`config.mk`:
```
export PLATFORM = sky130hd
export DESIGN_NAME = mandel_top
export DESIGN_NICKNAME = d
export VERILOG_FILES = /design/src/design/mandel_pkg.sv /design/src/design/mandel_mult.sv /design/src/design/mandel_alu.sv /design/src/design/mandel_scan.sv /design/src/design/mandel_top.sv
export SDC_FILE = /design/constraint.sdc
export NUM_CORES = 1
export LEC_CHECK = 0
export ABC_AREA = 1
export BUFFER_PORTS_ARGS = -buffer_cell sky130_fd_sc_hd__buf_2
export CAP_MARGIN = 40
export CORE_AREA = 5 5 218 220
export CTS_BUF_LIST = sky130_fd_sc_hd__clkbuf_4 sky130_fd_sc_hd__clkbuf_8 sky130_fd_sc_hd__clkbuf_16
export CTS_CLUSTER_SIZE = 28
export DETAILED_ROUTE_END_ITERATION = 8
export DIE_AREA = 0 0 223 225
export PLACE_DENSITY = 0.57
export SYNTH_ARGS = -nofsm -noshare
export SYNTH_HDL_FRONTEND = slang
export SYNTH_SLANG_ARGS = --single-unit
```
`constraint.sdc`:
```
create_clock -name clk -period 7.9 [get_ports clk]
set_input_delay 1.185 -clock clk [delete_from_list [all_inputs] [get_ports clk]]
set_output_delay 1.185 -clock clk [all_outputs]
set_load 0.01 [all_outputs]
```
`src/design/mandel_pkg.sv`:
```
package mandel_pkg;

    // ~~~~~~~~~~~~~~~~~~~~~~~~~~~~~~
    // Fixed-point number format
    // ~~~~~~~~~~~~~~~~~~~~~~~~~~~~~~
    localparam int DATA_W     = 12;               // Signed value width
    localparam int FRAC_W     = 8;                // Fraction bits, range -8 .. <8
    localparam int CTR_W      = 8;                // Iteration counter
    localparam int PROD_W     = 2 * DATA_W;       // Full product
    localparam int SQ_W       = PROD_W - FRAC_W;  // Product after fraction shift
    localparam int EXT_W      = SQ_W + 2;         // Guard bits for sums and doubling
    localparam int MUL_CNT_W  = $clog2(DATA_W);   // Multiplier step counter
    localparam int ESCAPE_LIM = 4 << FRAC_W;      // 4.0 in fixed point

    // ~~~~~~~~~~~~~~~~~~~~~~~~~~~~~~
    // Image geometry
    // ~~~~~~~~~~~~~~~~~~~~~~~~~~~~~~
    localparam int IMG_W = 16;
    localparam int IMG_H = 12;
    localparam int X_W   = $clog2(IMG_W);
    localparam int Y_W   = $clog2(IMG_H);

    typedef logic signed [DATA_W-1:0] data_t;

    // Frame configuration, held stable while a frame runs
    typedef struct packed {
        logic [CTR_W-1:0] max_ctr;
        logic [1:0]       shade_sel;
        logic [6:0]       step;       // Increment is step + 1
        data_t            cr_offset;
        data_t            ci_offset;
    } mandel_cfg_t;

    typedef struct packed {
        logic [X_W-1:0] x;
        logic [Y_W-1:0] y;
        logic [3:0]     shade;
    } mandel_pix_t;

    // One iteration step request and result
    typedef struct packed {
        data_t cr;
        data_t ci;
        data_t zr;
        data_t zi;
    } alu_req_t;

    typedef struct packed {
        data_t new_zr;
        data_t new_zi;
        logic  escaped;
        logic  overflow;
    } alu_rsp_t;

endpackage

```
`src/design/mandel_mult.sv`:
```
`timescale 1ns/1ps

module mandel_mult (
    input  logic                                  clk,
    input  logic                                  rst_n,
    input  logic                                  start,
    input  mandel_pkg::data_t                     a,
    input  mandel_pkg::data_t                     b,
    output logic                                  done,
    output logic signed [mandel_pkg::PROD_W-1:0]  p
);
    import mandel_pkg::*;

    logic                      busy;
    logic [MUL_CNT_W-1:0]      cnt;      // Index of the multiplier bit in work
    logic signed [PROD_W-1:0]  mcand;    // a, shifted up one place per step
    logic [DATA_W-1:0]         mplier;   // b, shifted down one place per step
    logic signed [PROD_W-1:0]  pp;
    logic                      last;

    // ~~~~~~~~~~~~~~~~~~~~~~~~~~~~~~
    // Partial product
    // ~~~~~~~~~~~~~~~~~~~~~~~~~~~~~~
    always_comb begin
        pp   = mplier[0] ? mcand : '0;
        last = (cnt == MUL_CNT_W'(DATA_W - 1));   // Sign bit of b, negative weight
    end

    // ~~~~~~~~~~~~~~~~~~~~~~~~~~~~~~
    // Step control
    // ~~~~~~~~~~~~~~~~~~~~~~~~~~~~~~
    always_ff @(posedge clk or negedge rst_n) begin
        if (!rst_n) begin
            busy <= 1'b0;
            done <= 1'b0;
            cnt  <= '0;
        end else begin
            done <= 1'b0;
            if (start) begin
                busy <= 1'b1;
                cnt  <= '0;
            end else if (busy) begin
                cnt <= cnt + 1'b1;
                if (last) begin
                    busy <= 1'b0;
                    done <= 1'b1;      // Product visible DATA_W + 1 cycles after start
                end
            end
        end
    end

    // Accumulator and operand shifters
    always_ff @(posedge clk) begin
        if (start) begin
            p      <= '0;
            mcand  <= PROD_W'(a);      // Sign extended
            mplier <= b;
        end else if (busy) begin
            if (last) begin
                p <= p - pp;
            end else begin
                p <= p + pp;
            end
            mcand  <= mcand <<< 1;
            mplier <= mplier >> 1;
        end
    end

endmodule

```
`src/design/mandel_alu.sv`:
```
`timescale 1ns/1ps

module mandel_alu (
    input  logic                  clk,
    input  logic                  rst_n,
    input  logic                  start,
    input  mandel_pkg::alu_req_t  req,
    output logic                  done,
    output mandel_pkg::alu_rsp_t  rsp
);
    import mandel_pkg::*;

    typedef enum logic [2:0] {S_IDLE, S_RR, S_II, S_RI, S_FIN} state_t;

    state_t                    state;
    alu_req_t                  req_q;
    logic signed [SQ_W-1:0]    sq_rr;     // zr * zr after fraction shift
    logic signed [SQ_W-1:0]    sq_ii;     // zi * zi
    logic signed [SQ_W-1:0]    x_ri;      // zr * zi
    logic signed [SQ_W-1:0]    p_shift;
    logic signed [EXT_W-1:0]   mag;
    logic signed [EXT_W-1:0]   sum_r;
    logic signed [EXT_W-1:0]   sum_i;

    logic                      mul_start;
    logic                      mul_done;
    data_t                     mul_a;
    data_t                     mul_b;
    logic signed [PROD_W-1:0]  mul_p;

    // True when v survives truncation to DATA_W signed bits
    function automatic logic fits(input logic signed [EXT_W-1:0] v);
        fits = (v == EXT_W'(data_t'(v)));
    endfunction

    mandel_mult u_mult (
        .clk   (clk),
        .rst_n (rst_n),
        .start (mul_start),
        .a     (mul_a),
        .b     (mul_b),
        .done  (mul_done),
        .p     (mul_p)
    );

    // ~~~~~~~~~~~~~~~~~~~~~~~~~~~~~~
    // Multiplier issue
    // ~~~~~~~~~~~~~~~~~~~~~~~~~~~~~~
    // The first product starts straight from the request, the next ones on
    // the done of the previous product
    always_comb begin
        mul_start = 1'b0;
        mul_a     = req_q.zr;
        mul_b     = req_q.zr;
        case (state)
            S_IDLE: begin
                mul_start = start;
                mul_a     = req.zr;
                mul_b     = req.zr;
            end
            S_RR: begin
                mul_start = mul_done;
                mul_a     = req_q.zi;
                mul_b     = req_q.zi;
            end
            S_II: begin
                mul_start = mul_done;
                mul_a     = req_q.zr;
                mul_b     = req_q.zi;
            end
            default: ;
        endcase
    end

    // Result arithmetic at full width
    always_comb begin
        p_shift = SQ_W'(mul_p >>> FRAC_W);
        mag     = EXT_W'(sq_rr) + EXT_W'(sq_ii);
        sum_r   = EXT_W'(sq_rr) - EXT_W'(sq_ii) + EXT_W'(req_q.cr);
        sum_i   = (EXT_W'(x_ri) <<< 1) + EXT_W'(req_q.ci);
    end

    always_ff @(posedge clk or negedge rst_n) begin
        if (!rst_n) begin
            state <= S_IDLE;
            done  <= 1'b0;
        end else begin
            done <= 1'b0;
            case (state)
                S_IDLE: if (start) state <= S_RR;
                S_RR:   if (mul_done) state <= S_II;
                S_II:   if (mul_done) state <= S_RI;
                S_RI:   if (mul_done) state <= S_FIN;
                S_FIN: begin
                    state <= S_IDLE;
                    done  <= 1'b1;
                end
                default: state <= S_IDLE;
            endcase
        end
    end

    // Operand latch, product capture and response
    always_ff @(posedge clk) begin
        if (state == S_IDLE && start) begin
            req_q <= req;
        end
        if (mul_done) begin
            case (state)
                S_RR:    sq_rr <= p_shift;
                S_II:    sq_ii <= p_shift;
                S_RI:    x_ri  <= p_shift;
                default: ;
            endcase
        end
        if (state == S_FIN) begin
            rsp.new_zr   <= data_t'(sum_r);
            rsp.new_zi   <= data_t'(sum_i);
            rsp.escaped  <= (mag > ESCAPE_LIM);      // Uses the old z
            rsp.overflow <= !fits(sum_r) || !fits(sum_i);
        end
    end

endmodule

```
`src/design/mandel_scan.sv`:
```
`timescale 1ns/1ps

module mandel_scan (
    input  logic                     clk,
    input  logic                     rst_n,
    input  logic                     run,
    input  mandel_pkg::mandel_cfg_t  cfg,
    output logic                     running,
    output logic                     finished,
    output logic                     alu_start,
    output mandel_pkg::alu_req_t     alu_req,
    input  logic                     alu_done,
    input  mandel_pkg::alu_rsp_t     alu_rsp,
    output logic                     pix_valid,
    output mandel_pkg::mandel_pix_t  pix
);
    import mandel_pkg::*;

    // S_FIN is the idle state between frames
    typedef enum logic [1:0] {S_FIN, S_ISSUE, S_WAIT, S_EMIT} state_t;

    state_t             state;
    data_t              cr;
    data_t              ci;
    data_t              zr;
    data_t              zi;
    logic [CTR_W-1:0]   ctr;
    logic               ovf;          // Overflow seen on the previous step
    logic [X_W-1:0]     x;
    logic [Y_W-1:0]     y;
    logic               frame_end;    // Pixel in S_EMIT is the last one of the frame

    data_t              step_inc;
    logic               brk;
    logic               last_col;
    logic               last_pix;

    // Shade from the final iteration count
    function automatic logic [3:0] shade_of(input logic [CTR_W-1:0] c,
                                            input logic [1:0]       sel);
        logic [3:0] msb;
        msb = '0;
        for (int i = 0; i < CTR_W; i++) begin
            if (c[i]) begin
                msb = 4'(i);          // Highest set bit wins
            end
        end
        case (sel)
            2'd0:    shade_of = c[3:0];
            2'd1:    shade_of = c[5:2];
            2'd2:    shade_of = c[7:4];
            default: shade_of = msb;
        endcase
    endfunction

    // ~~~~~~~~~~~~~~~~~~~~~~~~~~~~~~
    // Decode
    // ~~~~~~~~~~~~~~~~~~~~~~~~~~~~~~
    always_comb begin
        step_inc = data_t'(cfg.step) + data_t'(1);
        brk      = alu_rsp.escaped || (ctr == cfg.max_ctr) || ovf;
        last_col = (x == X_W'(IMG_W - 1));
        last_pix = last_col && (y == Y_W'(IMG_H - 1));
    end

    assign running   = (state != S_FIN);
    assign finished  = (state == S_FIN);
    assign alu_start = (state == S_ISSUE);
    assign pix_valid = (state == S_EMIT);  // One cycle, then next pixel or idle

    assign alu_req = '{cr: cr, ci: ci, zr: zr, zi: zi};

    // ~~~~~~~~~~~~~~~~~~~~~~~~~~~~~~
    // Frame and pixel control
    // ~~~~~~~~~~~~~~~~~~~~~~~~~~~~~~
    always_ff @(posedge clk or negedge rst_n) begin
        if (!rst_n) begin
            state     <= S_FIN;
            ctr       <= '0;
            ovf       <= 1'b0;
            x         <= '0;
            y         <= '0;
            frame_end <= 1'b0;
        end else begin
            case (state)
                S_FIN: begin
                    if (run) begin                  // New frame from the origin
                        state     <= S_ISSUE;
                        ctr       <= '0;
                        ovf       <= 1'b0;
                        x         <= '0;
                        y         <= '0;
                        frame_end <= 1'b0;
                    end
                end
                S_ISSUE: state <= S_WAIT;
                S_WAIT: begin
                    if (alu_done) begin
                        if (brk) begin
                            state     <= S_EMIT;
                            ctr       <= '0;
                            ovf       <= 1'b0;
                            frame_end <= last_pix;
                            if (last_col) begin
                                x <= '0;
                                y <= y + 1'b1;
                            end else begin
                                x <= x + 1'b1;
                            end
                        end else begin
                            state <= S_ISSUE;       // Another iteration
                            ctr   <= ctr + 1'b1;
                            ovf   <= alu_rsp.overflow;
                        end
                    end
                end
                S_EMIT: state <= frame_end ? S_FIN : S_ISSUE;
                default: state <= S_FIN;
            endcase
        end
    end

    // ~~~~~~~~~~~~~~~~~~~~~~~~~~~~~~
    // Point and pixel datapath
    // ~~~~~~~~~~~~~~~~~~~~~~~~~~~~~~
    always_ff @(posedge clk) begin
        case (state)
            S_FIN: begin
                if (run) begin
                    cr <= cfg.cr_offset;
                    ci <= cfg.ci_offset;
                    zr <= '0;
                    zi <= '0;
                end
            end
            S_WAIT: begin
                if (alu_done) begin
                    if (brk) begin
                        pix.x     <= x;
                        pix.y     <= y;
                        pix.shade <= shade_of(ctr, cfg.shade_sel);
                        zr        <= '0;
                        zi        <= '0;
                        if (last_col) begin          // Back to the row start
                            cr <= cfg.cr_offset;
                            ci <= ci + step_inc;
                        end else begin
                            cr <= cr + step_inc;
                        end
                    end else begin
                        zr <= alu_rsp.new_zr;
                        zi <= alu_rsp.new_zi;
                    end
                end
            end
            default: ;
        endcase
    end

endmodule

```
`src/design/mandel_top.sv`:
```
`timescale 1ns/1ps

module mandel_top (
    input  logic                     clk,
    input  logic                     rst_n,
    input  logic                     run,
    input  mandel_pkg::mandel_cfg_t  cfg,
    output logic                     running,
    output logic                     finished,
    output logic                     pix_valid,
    output mandel_pkg::mandel_pix_t  pix
);
    import mandel_pkg::*;

    // Scan controller to iteration unit
    logic      alu_start;
    alu_req_t  alu_req;
    logic      alu_done;
    alu_rsp_t  alu_rsp;

    mandel_scan u_scan (
        .clk       (clk),
        .rst_n     (rst_n),
        .run       (run),
        .cfg       (cfg),
        .running   (running),
        .finished  (finished),
        .alu_start (alu_start),
        .alu_req   (alu_req),
        .alu_done  (alu_done),
        .alu_rsp   (alu_rsp),
        .pix_valid (pix_valid),
        .pix       (pix)
    );

    mandel_alu u_alu (
        .clk   (clk),
        .rst_n (rst_n),
        .start (alu_start),
        .req   (alu_req),
        .done  (alu_done),
        .rsp   (alu_rsp)
    );

endmodule

```
== Word-level counts from Yosys, hierarchy flattened ==
Cells that the tools add are included.

* Bits in registers: 272

* Magnitude comparators: 1
* Reductions and logical operators: 23
* Multiplexer cells: 73
* Add/sub/neg operators: 13
* Equal/unequal tests: 23

{| class="wikitable"
|+ Operators by type and width
! cell !! count
|-
| 12-bit 2-to-1 mux || 15
|-
| 12-bit one-hot mux with 2 select lines || 6
|-
| 24-bit 2-to-1 mux || 4
|-
| 17-bit by 12-bit adder with 18-bit output || 2
|-
| 4-bit 2-to-1 mux || 9
|-
| 12-bit adder || 2
|-
| 24-bit adder || 1
|-
| 3-bit 2-to-1 mux || 8
|-
| 8-bit 2-to-1 mux || 3
|-
| 24-bit subtractor || 1
|-
| 16-bit by 16-bit adder with 17-bit output || 1
|-
| 17-bit by 12-bit > comparator with 1-bit output (second input constant) || 1
|-
| 16-bit by 16-bit subtractor with 17-bit output || 1
|-
| 4-bit one-hot mux with 2 select lines || 2
|-
| 8-bit one-hot mux with 2 select lines || 1
|-
| 1-bit 2-to-1 mux || 14
|-
| 4-bit by 1-bit adder with 4-bit output (second input constant) || 3
|-
| 4-bit == test (second input constant) || 3
|-
| 6-bit by 1-bit == test with 1-bit output || 2
|-
| 3-bit one-hot mux with 4 select lines || 1
|-
| 4-bit one-hot mux with 3 select lines || 1
|-
| 2-bit 2-to-1 mux || 5
|-
| 7-bit by 1-bit adder with 8-bit output (second input constant) || 1
|-
| 8-bit by 1-bit adder with 8-bit output (second input constant) || 1
|-
| 21 further kinds || 45
|}

== Longest topological paths before layout ==
* Depth after elaboration: 8
* Depth in mapped cells: 24

== Cells and area by module ==
A second synthesis with hierarchy kept.

* Cells, all modules: 2122
* Area total of the unflattened synthesis: 17335.4 um^2

{| class="wikitable"
|+ By module, submodules not included
! module !! area an instance (um^2) !! cells an instance !! instances
|-
| mandel_alu || 7966.4 || 914 || 1
|-
| mandel_scan || 4740.8 || 564 || 1
|-
| mandel_mult || 4628.2 || 644 || 1
|}

== Worst setup path before layout ==
OpenSTA, ideal clock, no wires.

* Kind: reg-to-reg
* Start point: reg u_alu.state[1]
* End point: reg u_alu.u_mult.mcand[0], enable pin
* Clock period less this slack: 3.563 ns
* Cell stages (with the launch flop): 8
* Arrival: 3.171 ns
* Data required time: 7.508 ns
* Buffers on the path: 0
* Slack: 4.337 ns
* Path through: dfrtp_1 -> nor2_2 -> nand2_1 -> nor2_2 -> inv_1 -> nand2_2 -> nor2_1 -> inv_1

* Longest elaborated chain between the ends: 4
* Elaborated cells on any way between the ends: 6
* Classes of those cells: 2 x eq/ne; 1 x mux; 3 x reduce/logical

{| class="wikitable"
|+ Ends and longest elaborated chain
! item !! RTL line !! source
|-
| from (decl) || mandel_alu.sv:15 || <nowiki>state_t state;</nowiki>
|-
| from (signal assigned) || mandel_alu.sv:85 || <nowiki>state <= S_IDLE;</nowiki>
|-
| from (signal assigned) || mandel_alu.sv:90 || <nowiki>S_IDLE: if (start) state <= S_RR;</nowiki>
|-
| from (signal assigned) || mandel_alu.sv:91 || <nowiki>S_RR: if (mul_done) state <= S_II;</nowiki>
|-
| 3-bit by 1-bit == test with 1-bit output or 3-bit by 2-bit == test with 1-bit output (tied branches) || mandel_alu.sv:55 || <nowiki>case (state)</nowiki>
|-
| 2-bit OR reduction (no line) || n/a ||
|-
| 1-bit one-hot mux with 2 select lines * || mandel_alu.sv:55 ||
|-
| 2-bit nonzero test (no line) * || n/a ||
|-
| to (signal assigned) || mandel_mult.sv:56 || <nowiki>mcand <= PROD_W'(a);</nowiki>
|-
| to (signal assigned) || mandel_mult.sv:64 || <nowiki>mcand <= mcand <<< 1;</nowiki>
|-
| to (decl) || mandel_mult.sv:16 || <nowiki>logic signed [PROD_W-1:0] mcand;</nowiki>
|}

Mark *: on every way between the ends. The rest lies on a longest branch, timed or not.
A chain may end at the register's enable or synchronous reset.

== Worst setup path after layout ==
* Start point: reg u_alu.u_mult.mplier[0]
* End point: reg u_alu.u_mult.p[23] (netlist bit)

* Longest elaborated chain between the ends: 3
* Elaborated cells on any way between the ends: 4
* Classes of those cells: 2 x add/sub; 2 x mux

{| class="wikitable"
|+ Ends and longest elaborated chain
! item !! RTL line !! source
|-
| from (decl) || mandel_mult.sv:17 || <nowiki>logic [DATA_W-1:0] mplier;</nowiki>
|-
| from (signal assigned) || mandel_mult.sv:65 || <nowiki>mplier <= mplier >> 1;</nowiki>
|-
| 24-bit 2-to-1 mux * || mandel_mult.sv:25 || <nowiki>pp = mplier[0] ? mcand : '0;</nowiki>
|-
| 24-bit adder or 24-bit subtractor (tied branches) || mandel_mult.sv:62, mandel_mult.sv:60 ||
|-
| 24-bit 2-to-1 mux * || mandel_mult.sv:59 || <nowiki>if (last) begin</nowiki>
|-
| to (signal assigned) || mandel_mult.sv:60 || <nowiki>p <= p - pp;</nowiki>
|-
| to (signal assigned) || mandel_mult.sv:62 || <nowiki>p <= p + pp;</nowiki>
|-
| to (decl) || mandel_mult.sv:10 || <nowiki>output logic signed [mandel_pkg::PROD_W-1:0] p</nowiki>
|}

Marks and branches as above.

==> impl_results.md <==
- Post-synth top cells: 594 x nand2_1, 369 x inv_1, 218 x edfxtp_1
- Post-Route Setup TNS: 0 ns
- R2R cell count: 21
- Post-DP Area: 18400 µm²
- Layout net count: 2360
- Ys Warns: 0
- Critical Path AT: 4.09 ns
- Initial antenna violation count: 0
- DR vias/cell: 4.86
- Die H: 225 µm
- Residual DRC: 0
- DRT iter0 DRCs: 832
- CTS resizes: 0
- Synth top area cells: edfxtp_1 38%, nand2_1 13%, inv_1 7.9%, ha_1 7.9%, dfrtp_1 4.3%
- Final setup fails: 0
- Per-cell routed wire length: 15.5 µm
- Max Slew Vio Count: 0
- DP Wirelength: 33.9 mm
- Hold Path Class: reg -> reg
- DR pass1 iterations: 5
- Cts bufs inserted: 31
- Clk_lat worst skew: 0.59 ns
- Worst hold stages: 0
- Largest net degree at the start of global routing: 51
- Min cycle time layout: 3.61 ns
- Critical path class: reg -> reg
- Dpl cells: 2752
- Via count: 13700
- H-tree levels: 1
- Crit. End Element: flop
- Leakage: 9.47 nW
- P&R area growth vs syn: 12.0%
- Dominant synthesized flop cell: edfxtp_1
- Gr usage total: 16.9%
- Seq cells post-synth: 272
- Post-synth top area share: 37.6%
- Register area share after synthesis: 44.6%
- CTS tree: built
- Vias in the first global route: 12900
- Post-synth EDFFs: 218
- Unrepaired setup endpoints after global routing: no
- CORE AREA: 45100 µm²
- PortBufs: 58
- Die area: 50200 µm²
- GP Congestion: 0.926
- Row Count: 78
- First-pass GRT wire length: 69.5 mm
- Netlist Area Pre-Place: 17400 µm²
- Width of the chip: 223 µm
- Async S/R FF share, synth: 11.0%
- Final hold viol count: 0
- CP startpoint kind: flop
- Distinct cells, synth: 53
- Cell count after synthesis: 2115
- Layout cell share with drive strength beyond 1: 8.37%
- Layout Skew: 0.0218 ns
- Hold_buf cts: 0
- CTS sink count: 272
- IR drop worst, VDD: 0.162 mV
- PD cells: 181 nW/µm²
- Syn Nets: 2290
- Fin cells: 2810
- Most common cell in the netlist: nand2_1
- DRT Wirelength: 43.5 mm
- Post CTS Setup Buffer Count: 0
- Least-Margin Pin Slew: 0.776 ns
- Starting Density: 38.7%
- CP max FO: 30
- Clock-pin slew on the worst setup and hold paths: 0.06 ns
- Max Cap Viol: 0
- Syn Area/Cell: 8.24 µm²
- Crit share post-route: 45.7%
- Grt total ovfl: 0
- Status: completed
- Post-synth top area cell: edfxtp_1
- Req. time, crit path: 8.38 ns
- Max Fclk: 277 MHz
- Final instance area: 19500 µm²
- Post-route ant nets: 0
- N_diodes: 0
- Clock tree root driver cell: clkbuf_16
- Boundary Pins: 59
- Longest Clk Path Bufs: 3
- Relative slew slack: 48.3%
-- logic make-up after synthesis --
logic type               Yosys count  share of synthesized area (%)
XOR/XNOR                          81                           4.07
multiplexers                       1                         0.0574
AND/OR/NAND/NOR                  985                           23.9
flip-flops                       272                           44.6
AO/OA/AOI/OAI                    235                           8.00
adder cells (fa/ha/maj)          131                           10.3
buffers and inverters            410                           9.08
-- stage by stage --
stage | setup WS (ns) | util [%] | hold WS, ns | total power [W]
3_5_place_dp | 4.36 | 40.9 | 0.405 | 0.00204
6_report | 4.29 | 43.3 | 0.413 | 0.00353
4_1_cts | 4.33 | 43.3 | 0.411 | 0.00357
2_1_floorplan | 4.34 | - | 0.400 | 0.00192
3_3_place_gp | 4.31 | 40.8 | 0.401 | 0.00203
5_1_grt | 3.96 | 43.3 | 0.427 | 0.00369
-- worst max-delay path: stages, from the launching register on --
cell	delay, ns
edfxtp_1	0.36
buf_4	0.27
nand2_1	0.13
ha_1	0.17
inv_1	0.06
nor2_2	0.17
nand4_1	0.15
nand2_1	0.14
o21ai_2	0.08
o21bai_1	0.17
xor2_1	0.30
ha_1	0.38
a21oi_1	0.30
a21boi_0	0.14
nor2_1	0.11
nand3_1	0.18
inv_1	0.09
nand2_1	0.07
nand3_2	0.06
nand2_1	0.05
nand2_1	0.06
nor2_2	0.04
-- cell type report --
class | instances | area (µm²)
Inverter | 376 | 1410
Timing Repair Buffer | 71 | 395
Tap cell | 600 | 751
Sequential cell | 272 | 7780
Multi-Input combinational cell | 1433 | 8090
Clock inverter | 17 | 210
Clock buffer | 41 | 881
Fill cell | 4546 | 25600
-- state kept, by name, indices dropped and copies added, names as in the netlist, 4 cells and up --
name,cells
u_scan.cr,12
u_alu.x_ri,16
u_alu.u_mult.p,24
u_alu.u_mult.cnt,4
u_scan.ci,12
u_scan.pix,12
u_scan.x,4
u_alu.sq_ii,16
u_alu.req_q,48
u_alu.rsp,26
u_scan.zr,12
u_alu.u_mult.mplier,12
u_scan.zi,12
u_alu.sq_rr,16
u_scan.y,4
u_alu.u_mult.mcand,24
u_scan.ctr,8
-- path summary, 6_finish.rpt --
check | end | slack, ns | startpoint
hold / removal | u_alu.req_q[9] | 0.41 | u_scan.zi[9]
setup reg to reg | u_alu.u_mult.p[23] | 4.29 | u_alu.u_mult.mplier[0]
max in group asynchronous | u_alu.u_mult.cnt[2] | 6.72 | rst_n
hold reg to reg | u_alu.req_q[9] | 0.41 | u_scan.zi[9]
setup / recovery | u_alu.u_mult.p[23] | 4.29 | u_alu.u_mult.mplier[0]
min in group asynchronous | u_scan.x[3] | 0.67 | rst_n
-- power by group --
part | total, W | internal [W] | switching [W]
sequential | 0.00162 | 0.00159 | 0.0000373
clock | 0.00153 | 0.000919 | 0.000606
combinational | 0.000386 | 0.000136 | 0.000250
total | 0.00353 | 0.00264 | 0.000893
-- layout by cell type (no fill, tap or decap), types with 7 or more instances in the layout --
cell	count
a21oi_1	76
buf_2	58
buf_4	11
clkbuf_16	32
clkbuf_4	7
dfrtp_1	30
dfxtp_1	24
edfxtp_1	218
fa_1	21
ha_1	110
inv_1	369
nand2_1	594
nand2_2	16
nand3_1	125
nand4_1	33
nor2_1	159
nor2_2	9
nor3_1	16
o21ai_0	66
o21ai_1	17
o21bai_1	10
o221ai_1	21
xnor2_1	30
xor2_1	51
-- layer usage --
metal / wire, µm / vias to the layer above / share of wire [%] / GRT usage [%]
li1: - / 6984 / - / -
met1: 21300 / 6326 / 49 / 24.6
met2: 19500 / 307 / 45 / 27.2
met3: 1800 / 50 / 4.1 / 1.95
met4: 885 / 0 / 2.0 / 4.21
met5: 0 / - / 0 / 0
Note: power is estimated with default switching activity, not from simulation.
